==> config.mk <==
export PLATFORM = sky130hd
export DESIGN_NAME = tlk2711
export DESIGN_NICKNAME = d
export VERILOG_FILES = /design/src/verilog/tlk_pkg.sv /design/src/verilog/tlk2711.sv /design/src/verilog/frame_checker.sv /design/src/verilog/word_fifo.sv /design/src/verilog/tlk2711_rx.sv /design/src/verilog/tlk2711_tx.sv
export SDC_FILE = /design/constraint.sdc
export NUM_CORES = 1
export LEC_CHECK = 0
export ABC_AREA = 1
export BUFFER_PORTS_ARGS = -buffer_cell sky130_fd_sc_hd__buf_2
export CORE_MARGIN = 2
export CORE_UTILIZATION = 34
export DETAILED_ROUTE_END_ITERATION = 12
export HOLD_SLACK_MARGIN = 0.02
export PLACE_DENSITY = 0.51
export SLEW_MARGIN = 20
export SYNTH_ARGS = -nofsm -noshare
export SYNTH_HDL_FRONTEND = slang
export SYNTH_SLANG_ARGS = --single-unit
==> constraint.sdc <==
create_clock -name clk_80 -period 3.5 [get_ports clk_80]
set_input_delay 0.7 -clock clk_80 [delete_from_list [all_inputs] [get_ports clk_80]]
set_output_delay 0.7 -clock clk_80 [all_outputs]
set_load 0.05 [all_outputs]
==> src/verilog/tlk_pkg.sv <==
package tlk_pkg;

    // frame layout
    localparam int FRAME_LEN   = 16;
    localparam int FRAME_IDX_W = $clog2(FRAME_LEN);
    localparam int IDLE_GAP    = 2;

    // 8b/10b control words sent with both K flags set
    localparam logic [15:0] K_COMMA = 16'hBCBC;
    localparam logic [15:0] K_SOF   = 16'hFBFB;

    localparam logic [1:0] MODE_IDLE  = 2'd0;
    localparam logic [1:0] MODE_FRAME = 2'd1;
    localparam logic [1:0] MODE_PRBS  = 2'd2;
    localparam logic [1:0] MODE_LOOP  = 2'd3;

    localparam int FIFO_DEPTH = 8;
    localparam int FIFO_PTR_W = $clog2(FIFO_DEPTH);

    localparam int CNT_W = 16;

    typedef struct packed {
        logic [15:0] data;
        logic        last;
        logic        trunc;
    } rx_word_t;

endpackage
==> src/verilog/tlk2711.sv <==
`timescale 1ns/1ns

module tlk2711
    import tlk_pkg::*;
(
    input  logic             clk_80,
    input  logic             reset_i,
    input  logic             start_i,
    input  logic [1:0]       mode_i,
    output logic [15:0]      txd_o,
    output logic             tkmsb_o,
    output logic             tklsb_o,
    output logic             loopen_o,
    output logic             prbsen_o,
    output logic             enable_o,
    output logic             lckrefn_o,
    output logic             testen_o,
    output logic             tx_busy_o,
    input  logic [15:0]      rxd_i,
    input  logic             rkmsb_i,
    input  logic             rklsb_i,
    output logic [CNT_W-1:0] frames_ok_o,
    output logic [CNT_W-1:0] frames_bad_o
);

    logic     push;
    rx_word_t push_data;
    logic     pop;
    rx_word_t pop_data;
    logic     empty;

    tlk2711_tx tx_inst (
        .clk_80    (clk_80),
        .reset_i   (reset_i),
        .start_i   (start_i),
        .mode_i    (mode_i),
        .txd_o     (txd_o),
        .tkmsb_o   (tkmsb_o),
        .tklsb_o   (tklsb_o),
        .loopen_o  (loopen_o),
        .prbsen_o  (prbsen_o),
        .enable_o  (enable_o),
        .lckrefn_o (lckrefn_o),
        .testen_o  (testen_o),
        .tx_busy_o (tx_busy_o)
    );

    tlk2711_rx rx_inst (
        .clk_80      (clk_80),
        .reset_i     (reset_i),
        .rxd_i       (rxd_i),
        .rkmsb_i     (rkmsb_i),
        .rklsb_i     (rklsb_i),
        .push_o      (push),
        .push_data_o (push_data)
    );

    // decouples receiver from checker
    word_fifo #(
        .T (rx_word_t)
    ) fifo_inst (
        .clk_80      (clk_80),
        .reset_i     (reset_i),
        .push_i      (push),
        .push_data_i (push_data),
        .pop_i       (pop),
        .pop_data_o  (pop_data),
        .empty_o     (empty)
    );

    frame_checker checker_inst (
        .clk_80       (clk_80),
        .reset_i      (reset_i),
        .empty_i      (empty),
        .pop_data_i   (pop_data),
        .pop_o        (pop),
        .frames_ok_o  (frames_ok_o),
        .frames_bad_o (frames_bad_o)
    );

endmodule

==> src/verilog/frame_checker.sv <==
`timescale 1ns/1ns

module frame_checker
    import tlk_pkg::*;
(
    input  logic             clk_80,
    input  logic             reset_i,
    input  logic             empty_i,
    input  rx_word_t         pop_data_i,
    output logic             pop_o,
    output logic [CNT_W-1:0] frames_ok_o,
    output logic [CNT_W-1:0] frames_bad_o
);

    logic [FRAME_IDX_W-1:0] pos;
    logic [15:0]            prev_data;
    logic                   seq_ok;
    logic                   seq_next;
    logic                   frame_good;

    // drain whenever something is there
    assign pop_o = !empty_i;

    // first word of a frame restarts the sequence
    always_comb begin
        if (pos == '0) begin
            seq_next = 1'b1;
        end else begin
            seq_next = seq_ok && (pop_data_i.data == prev_data + 16'd1);
        end
    end

    assign frame_good = seq_next && !pop_data_i.trunc &&
                        (pos == FRAME_IDX_W'(FRAME_LEN - 1));

    always_ff @(posedge clk_80) begin
        if (pop_o) begin
            prev_data <= pop_data_i.data;
        end
        if (reset_i) begin
            pos          <= '0;
            seq_ok       <= 1'b0;
            frames_ok_o  <= '0;
            frames_bad_o <= '0;
        end else if (pop_o) begin
            seq_ok <= seq_next;
            if (pop_data_i.last) begin
                pos <= '0;
                if (frame_good) begin
                    frames_ok_o <= frames_ok_o + 1'b1;
                end else begin
                    frames_bad_o <= frames_bad_o + 1'b1;
                end
            end else begin
                pos <= pos + 1'b1;
            end
        end
    end

endmodule

==> src/verilog/word_fifo.sv <==
`timescale 1ns/1ns

module word_fifo
    import tlk_pkg::*;
#(
    parameter type T = logic [15:0]
) (
    input  logic clk_80,
    input  logic reset_i,
    input  logic push_i,
    input  T     push_data_i,
    input  logic pop_i,
    output T     pop_data_o,
    output logic empty_o
);

    T                      mem [FIFO_DEPTH];
    logic [FIFO_PTR_W-1:0] wr_ptr;
    logic [FIFO_PTR_W-1:0] rd_ptr;
    logic [FIFO_PTR_W:0]   count;
    logic                  full;

    assign empty_o    = (count == '0);
    assign full       = (count == (FIFO_PTR_W + 1)'(FIFO_DEPTH));
    assign pop_data_o = mem[rd_ptr];

    always_ff @(posedge clk_80) begin
        if (push_i) begin
            mem[wr_ptr] <= push_data_i;
        end
    end

    // power-of-two depth lets the pointers wrap on their own
    always_ff @(posedge clk_80) begin
        if (reset_i) begin
            wr_ptr <= '0;
            rd_ptr <= '0;
            count  <= '0;
        end else begin
            if (push_i) begin
                wr_ptr <= wr_ptr + 1'b1;
            end
            if (pop_i) begin
                rd_ptr <= rd_ptr + 1'b1;
            end
            case ({push_i, pop_i})
                2'b10:   count <= count + 1'b1;
                2'b01:   count <= count - 1'b1;
                default: count <= count;
            endcase
        end
    end

    a_no_overflow: assert property (@(posedge clk_80) disable iff (reset_i)
        push_i |-> !full);

    a_no_underflow: assert property (@(posedge clk_80) disable iff (reset_i)
        pop_i |-> !empty_o);

endmodule

==> src/verilog/tlk2711_rx.sv <==
`timescale 1ns/1ns

module tlk2711_rx
    import tlk_pkg::*;
(
    input  logic        clk_80,
    input  logic        reset_i,
    input  logic [15:0] rxd_i,
    input  logic        rkmsb_i,
    input  logic        rklsb_i,
    output logic        push_o,
    output rx_word_t    push_data_o
);

    logic [15:0]            rxd_q;
    logic                   rkmsb_q;
    logic                   rklsb_q;
    logic                   k_word;
    logic                   in_frame;
    logic [FRAME_IDX_W-1:0] pos;

    assign k_word = rkmsb_q | rklsb_q;

    // input register
    always_ff @(posedge clk_80) begin
        rxd_q <= rxd_i;
        if (reset_i) begin
            rkmsb_q <= 1'b0;
            rklsb_q <= 1'b0;
        end else begin
            rkmsb_q <= rkmsb_i;
            rklsb_q <= rklsb_i;
        end
    end

    always_ff @(posedge clk_80) begin
        push_data_o.data <= rxd_q;
        if (reset_i) begin
            in_frame <= 1'b0;
            pos      <= '0;
            push_o   <= 1'b0;
        end else begin
            push_o <= 1'b0;
            if (!in_frame) begin
                // commas and stray data dropped while hunting
                if (k_word && rxd_q == K_SOF) begin
                    in_frame <= 1'b1;
                    pos      <= '0;
                end
            end else if (k_word) begin
                push_o            <= 1'b1;
                push_data_o.last  <= 1'b1;
                push_data_o.trunc <= 1'b1;
                in_frame          <= 1'b0;
            end else begin
                push_o            <= 1'b1;
                push_data_o.trunc <= 1'b0;
                pos               <= pos + 1'b1;
                if (pos == FRAME_IDX_W'(FRAME_LEN - 1)) begin
                    push_data_o.last <= 1'b1;
                    in_frame         <= 1'b0;
                end else begin
                    push_data_o.last <= 1'b0;
                end
            end
        end
    end

    a_k_push_trunc: assert property (@(posedge clk_80) disable iff (reset_i)
        push_o && $past(k_word) |-> push_data_o.trunc);

endmodule

==> src/verilog/tlk2711_tx.sv <==
`timescale 1ns/1ns

module tlk2711_tx
    import tlk_pkg::*;
(
    input  logic        clk_80,
    input  logic        reset_i,
    input  logic        start_i,
    input  logic [1:0]  mode_i,
    output logic [15:0] txd_o,
    output logic        tkmsb_o,
    output logic        tklsb_o,
    output logic        loopen_o,
    output logic        prbsen_o,
    output logic        enable_o,
    output logic        lckrefn_o,
    output logic        testen_o,
    output logic        tx_busy_o
);

    typedef enum logic [1:0] {
        S_IDLE,
        S_SOF,
        S_DATA,
        S_GAP
    } state_t;

    // state names the word currently on txd_o
    state_t                 state;
    logic [FRAME_IDX_W-1:0] word_idx;
    logic [15:0]            payload_cnt;

    assign tx_busy_o = (state != S_IDLE);

    always_ff @(posedge clk_80) begin
        if (reset_i) begin
            state       <= S_IDLE;
            word_idx    <= '0;
            payload_cnt <= '0;
            txd_o       <= K_COMMA;
            tkmsb_o     <= 1'b1;
            tklsb_o     <= 1'b1;
        end else begin
            case (state)
                S_IDLE: begin
                    if (start_i && mode_i == MODE_FRAME) begin
                        state <= S_SOF;
                        txd_o <= K_SOF;
                    end
                end
                S_SOF: begin
                    state       <= S_DATA;
                    word_idx    <= '0;
                    txd_o       <= payload_cnt;
                    payload_cnt <= payload_cnt + 16'd1;
                    tkmsb_o     <= 1'b0;
                    tklsb_o     <= 1'b0;
                end
                S_DATA: begin
                    if (word_idx == FRAME_IDX_W'(FRAME_LEN - 1)) begin
                        state    <= S_GAP;
                        word_idx <= '0;
                        txd_o    <= K_COMMA;
                        tkmsb_o  <= 1'b1;
                        tklsb_o  <= 1'b1;
                    end else begin
                        word_idx    <= word_idx + 1'b1;
                        txd_o       <= payload_cnt;
                        payload_cnt <= payload_cnt + 16'd1;
                    end
                end
                default: begin
                    // commas keep going out through the gap and idle
                    if (word_idx == FRAME_IDX_W'(IDLE_GAP - 1)) begin
                        state <= S_IDLE;
                    end else begin
                        word_idx <= word_idx + 1'b1;
                    end
                end
            endcase
        end
    end

    // static transceiver pins
    assign enable_o  = 1'b1;
    assign lckrefn_o = 1'b1;
    assign testen_o  = 1'b0;

    always_ff @(posedge clk_80) begin
        if (reset_i) begin
            loopen_o <= 1'b0;
            prbsen_o <= 1'b0;
        end else begin
            loopen_o <= (mode_i == MODE_LOOP);
            prbsen_o <= (mode_i == MODE_PRBS);
        end
    end

    a_data_not_k: assert property (@(posedge clk_80) disable iff (reset_i)
        state == S_DATA |-> !tkmsb_o && !tklsb_o);

endmodule

## Yosys cells after proc, flatten, opt, wreduce, memory -nomap -nowiden

Memory sizes are Yosys's and may differ from the RTL's. A register that Yosys moved wholly into a read port is not among the register bits.
Index checks and enable logic that the tools add are counted.

- Bits in registers: 146
- Memory bits (writable): 144
- Output and inout bits: 56
- Word-level logic and storage cells: 115
- Memories kept: 1

Memories:

| name | words | width | rd ports | clocked after memory_dff | write ports | line | RTL |
|---|---|---|---|---|---|---|---|
| fifo_inst.mem | 8 | 18 | 1 | 1 | 1 | word_fifo.sv:17 | `T mem [FIFO_DEPTH];` |

- Add/subtract/negate cells: 11
- Eq/ne operators: 18
- Multiplexer cells: 31
- Bitwise gates (word level): 5
- Reductions and logical operators: 25

Operators with widths:

| kind | number |
|---|---|
| 16-bit by 1-bit adder with 16-bit output (second input constant) | 4 |
| 16-bit two-way mux | 3 |
| 16-bit case mux with 3 select lines | 1 |
| 16-bit case mux with 2 select lines | 1 |
| 4-bit two-way mux | 6 |
| 4-bit by 1-bit adder with 4-bit output (second input constant) | 4 |
| 16-bit == test | 1 |
| 16-bit == test (second input constant) | 1 |
| 4-bit == test (second input constant) | 3 |
| 4-bit case mux with 3 select lines | 1 |
| 2-bit AND reduction | 6 |
| 1-bit two-way mux | 11 |
| 3-bit AND reduction | 3 |
| 2-bit == test (second input constant) | 4 |
| 4-bit logical NOT | 2 |
| 4-bit case mux with 2 select lines | 1 |
| 2-bit nonzero test | 4 |
| 3-bit by 1-bit adder with 3-bit output (second input constant) | 2 |
| 2-bit by 1-bit == test with 1-bit output (second input constant) | 3 |
| 2-bit two-way mux | 3 |
| 3-bit two-way mux | 2 |
| 2-bit case mux with 3 select lines | 1 |
| 1-bit logical AND | 5 |
| 4-bit by 1-bit == test with 1-bit output (second input constant) | 1 |
| 11 further kinds | 17 |

## Depth between registers and ports, before layout

- Depth after elaboration: 8
- Depth in mapped cells: 21
- Depth with buffers taken out: 20

## Hierarchy

Synthesis repeated with hierarchy kept, for this count alone.

- Cells, all modules: 1362
- Area total of the unflattened synthesis: 12983.7 um2

Modules (own cells, without submodules):

| module | instances | cells an instance | area an instance (um2) |
|---|---|---|---|
| word_fifo | 1 | 490 | 6339.8 |
| frame_checker | 1 | 442 | 3290.7 |
| tlk2711_tx | 1 | 313 | 2142.1 |
| tlk2711_rx | 1 | 117 | 1211.2 |

## Least setup slack after synthesis

Ideal clock, no wire load.

- Kind: register to register
- Start point: reg fifo_inst.count[0]
- End point: reg fifo_inst.count[3]
- Setup time: 70 ps
- Arrival: 2741 ps
- Data required time: 3430 ps
- Path slack: 688 ps
- Stages on the path, launching flop included: 12
- Path buffers: 1
- Clock period less this slack: 2812 ps
- Cells stage by stage: dfxtp_1 nor4_1 inv_1 clkbuf_1 ha_1 ha_1 nand2_1 nor2_1 a211oi_1 xor2_1 nand2_1 a21oi_1

- Cells in the longest elaborated chain, start to end: 4
- Elaborated cells on any way between the ends: 8
- Classes of those cells: 2 x add/sub; 2 x eq/ne; 1 x mux; 3 x reduce/logical

RTL lines:

| item | line | RTL |
|---|---|---|
| start, declared | word_fifo.sv:20 | `logic [FIFO_PTR_W:0] count;` |
| start signal, assigned | word_fifo.sv:47 | `2'b10: count <= count + 1'b1;` |
| start signal, assigned | word_fifo.sv:48 | `2'b01: count <= count - 1'b1;` |
| start signal, assigned | word_fifo.sv:49 | `default: count <= count;` |
| 4-bit logical NOT (*) | word_fifo.sv:23 | `assign empty_o = (count == '0);` |
| 1-bit logical NOT (*) | frame_checker.sv:22 | `assign pop_o = !empty_i;` |
| via checker_inst.pop_o | frame_checker.sv:10 | `output logic pop_o,` |
| 2-bit by 1-bit == test with 1-bit output / 2-bit == test (equally long branches) | word_fifo.sv:46 | `case ({push_i, pop_i})` |
| 4-bit case mux with 2 select lines / 2-bit nonzero test (equally long branches) | - |  |

The timed path passes the listed nets; every way through them passes the cells marked *.
A chain may end at the register's enable or synchronous reset.

==> run_results.csv <==
group,metric,value,unit
timing,min_period_over_period,0.873,
timing,hold_violations,0,
timing,slew_headroom,0.464,
clock_tree,clkLatencyLatePin,0.57,ns
yosys,synth.distinct_cells,40,
yosys,synth_ff_type,"edfxtp_1",
global_routing,grt_pass1_wl,44800,um
timing,setup_ws,0.446,ns
floorplanning,start_util,0.343,
yosys,yosys-top-cells-area,"edfxtp_1 (39%), dfxtp_1 (21%), nand2_1 (11%), nand3_1 (5.3%), inv_1 (4.5%)",
placement,dp_slack,0.326,ns
yosys,syn_area,12500,sq um
clock_tree,cts_tree,"done",
yosys,synth.avg_cell_area,9.13,sq um
setup_path,cp-end-kind,"register",
layout,final_core_util,0.396,
setup_path,crit_arrival,3.54,ns
setup_path,start_kind,"register",
routing,vias,9045,
yosys,yosys_warnings,0,
setup_path,path_delay_family,"simple AND/OR/NAND/NOR gates",
setup_path,critPathRequiredTime,3.99,ns
clock_tree,cts_buffers,31,
floorplanning,die_w,196,um
routing,drtAntennaViolNets,0,
power,finalPower,0.0109,W
layout,layout-drive-gt1-share,0.116,
global_routing,grt_usage,0.145,
layout,antenna-diode-count,0,
routing,drc,0,
clock_tree,cts-root-buf,"clkbuf_16",
routing,first_iter_violations,490,
clock_tree,cts_max_level,1,
layout,syn2layout_area_growth,15.3,%
timing,period_needed,3.05,ns
timing,timing.fmax,327,MHz
yosys,synth_top_area_frac,0.390,
min_path,worst_hold_path_type,"input port to register",
timing,skew,0.0204,ns
power,p_leak,5.90,nW
yosys,synth_cells,1367,
global_routing,overflow,0,
clock_tree,hold_buffers,0,
timing,tns,0,ns
floorplanning,dieArea,38200,sq um
yosys,ys_async_sr_fraction,0,
setup_path,crit_slowest_cell,"buf_4",
floorplanning,core_area,36300,sq um
placement,port_buffers,75,
setup_path,cpMostUsedCell,"nand2_1",
global_routing,antenna_found_initial,0,
routing,drt-total-wl,28000,um
placement,globalplace.congestion,0.778,
timing,setup_viol,0,
routing,viasPerCell,4.66,
setup_path,slowest_delay,0.64,ns
clock_tree,cts.sinks,293,
status,status,"complete, no violations",
power,power.density,757,nW/um^2
layout,fillerInstances,3609,
clock_tree,cts_buffer_depth,3,
setup_path,crit_buf_inv,2,
layout,final_cell_mix,"nand2_1 (368), edfxtp_1 (162), inv_1 (151)",
flow_run,cap_violations,0,
layout,register_area,7490,sq um
clock_tree,cts_setup_buffers,0,
yosys,seq_area_frac_synth,0.600,
setup_path,cp_max_fo,75,
setup_path,rrSetupSlack,0.45,ns
layout,multi_input_area,4170,sq um
setup_path,crit_path_cell_trace,"buf_4 -> nand2_1 -> nand3_1 -> nand2_1 -> o21ai_0 -> nor2_1 -> nor2_1 -> nand3_1 -> nor2_1 -> nand2_1 -> nand2_2 -> nand2_4 -> nand2_4 -> inv_1 -> nand2_1 -> nand2_1 -> nor2_1",
layout,final_nets,1493,
routing,post_drt_wl_per_cell,14.4,um
setup_path,crit_type,"register to register",
floorplanning,ios,79,
yosys,ys_seq_elements,293,
timing,rsz0062_at_grt,"no",
floorplanning,fp.dieH,196,um
routing,first_pass_iters,5,
timing,finalMaxSlewViolations,0,
global_routing,grt_pass1_vias,8465,
placement,hpwlAfterDp,17700,um
timing,worst_pin_slew,0.803,ns
global_routing,grt_max_degree,76,
floorplanning,placementRows,70,
power,vdd_drop_max,844,uV
yosys,synth-edff-count,162,
layout,mostFrequentLayoutCell,"nand2_1",
clock_tree,clk_pin_slew,0.06,ns
yosys,yosysTopAreaCell,"edfxtp_1",
clock_tree,cts-resized-gates,0,
## final timing paths
check                                               endpoint  cells past startpoint              start
worst max-delay path            checker_inst.frames_bad_o[0]                     17           register
worst min register to register       rx_inst.push_data_o[14]                      0  rx_inst.rxd_q[12]
worst max register to register  checker_inst.frames_bad_o[0]                     17           register
worst min-delay path                        rx_inst.rxd_q[5]                      1           rxd_i[5]
## report_power, final
part	internal, W	switching (W)
clock	0.00187	0.00134
sequential	0.00402	0.000279
combinational	0.000992	0.00240
## routing by layer
layer  global-route usage  part of all wire  up-vias
met4               0.0359             0.015        0
met1                0.198              0.49     4218
met2                0.244              0.46      137
met5                    0                 0        -
li1                     -                 -     4659
met3               0.0214             0.036       31
## layout make-up
cell class                 instances  area share
tap                              468      0.0407
inverter                         156      0.0409
clock inverter                    12     0.00452
clock buffer                      45      0.0657
multi-input combinational        871       0.290
timing repair buffer              98      0.0381
sequential                       293       0.520
## worst reg2reg max path: cells and delay by family (launching register included)
family	cells	cell delay, ns
buffers and inverters	2	0.73
AO/OA/AOI/OAI	1	0.43
AND/OR/NAND/NOR	14	1.48
flip-flops	1	0.35
## synthesized netlist by cell type (4+ instances only)
library cell,n
nand2_1,368
edfxtp_1,162
inv_1,151
nand3_1,133
dfxtp_1,131
nor2_1,121
o21ai_0,54
a21oi_1,51
nand4_1,27
nor3_1,22
ha_1,18
buf_2,17
xor2_1,16
xnor2_1,15
clkbuf_1,14
buf_4,11
nor4_1,7
o21bai_1,7
a211oi_1,4
inv_2,4
## metrics by stage
stage / hold slack, ns / area (sq um) / cells
2_1_floorplan: 0.323 / 12500 / 1368
3_3_place_gp: 0.338 / 13400 / 1886
3_5_place_dp: 0.338 / 13400 / 1886
4_1_cts: 0.200 / 14400 / 1943
5_1_grt: 0.205 / 14400 / 1943
6_report: 0.230 / 14400 / 1943
## cell families after synthesis
| family | Yosys count | synth area share |
|---|---|---|
| AO/OA/AOI/OAI | 124 | 0.0538 |
| XOR/XNOR | 31 | 0.0218 |
| adder cells (fa/ha/maj) | 19 | 0.0197 |
| buffers and inverters | 204 | 0.0682 |
| flip-flops | 293 | 0.600 |
| other | 2 | 0.000602 |
| AND/OR/NAND/NOR | 694 | 0.236 |
## sequential cells by signal, summed over array words and instances, names as in the netlist, 2 cells and up, named ones only
| signal | count |
|---|---|
| rx_inst.pos | 4 |
| rx_inst.rxd_q | 16 |
| fifo_inst.count | 4 |
| tx_inst.word_idx | 4 |
| checker_inst.frames_ok_o | 16 |
| fifo_inst.mem | 144 |
| fifo_inst.rd_ptr | 3 |
| rx_inst.push_data_o | 18 |
| tx_inst.payload_cnt | 16 |
| checker_inst.frames_bad_o | 16 |
| checker_inst.pos | 4 |
| fifo_inst.wr_ptr | 3 |
| tx_inst.txd_o | 16 |
| tx_inst.state | 2 |
| checker_inst.prev_data | 16 |
(Power assumes the default switching activity.)
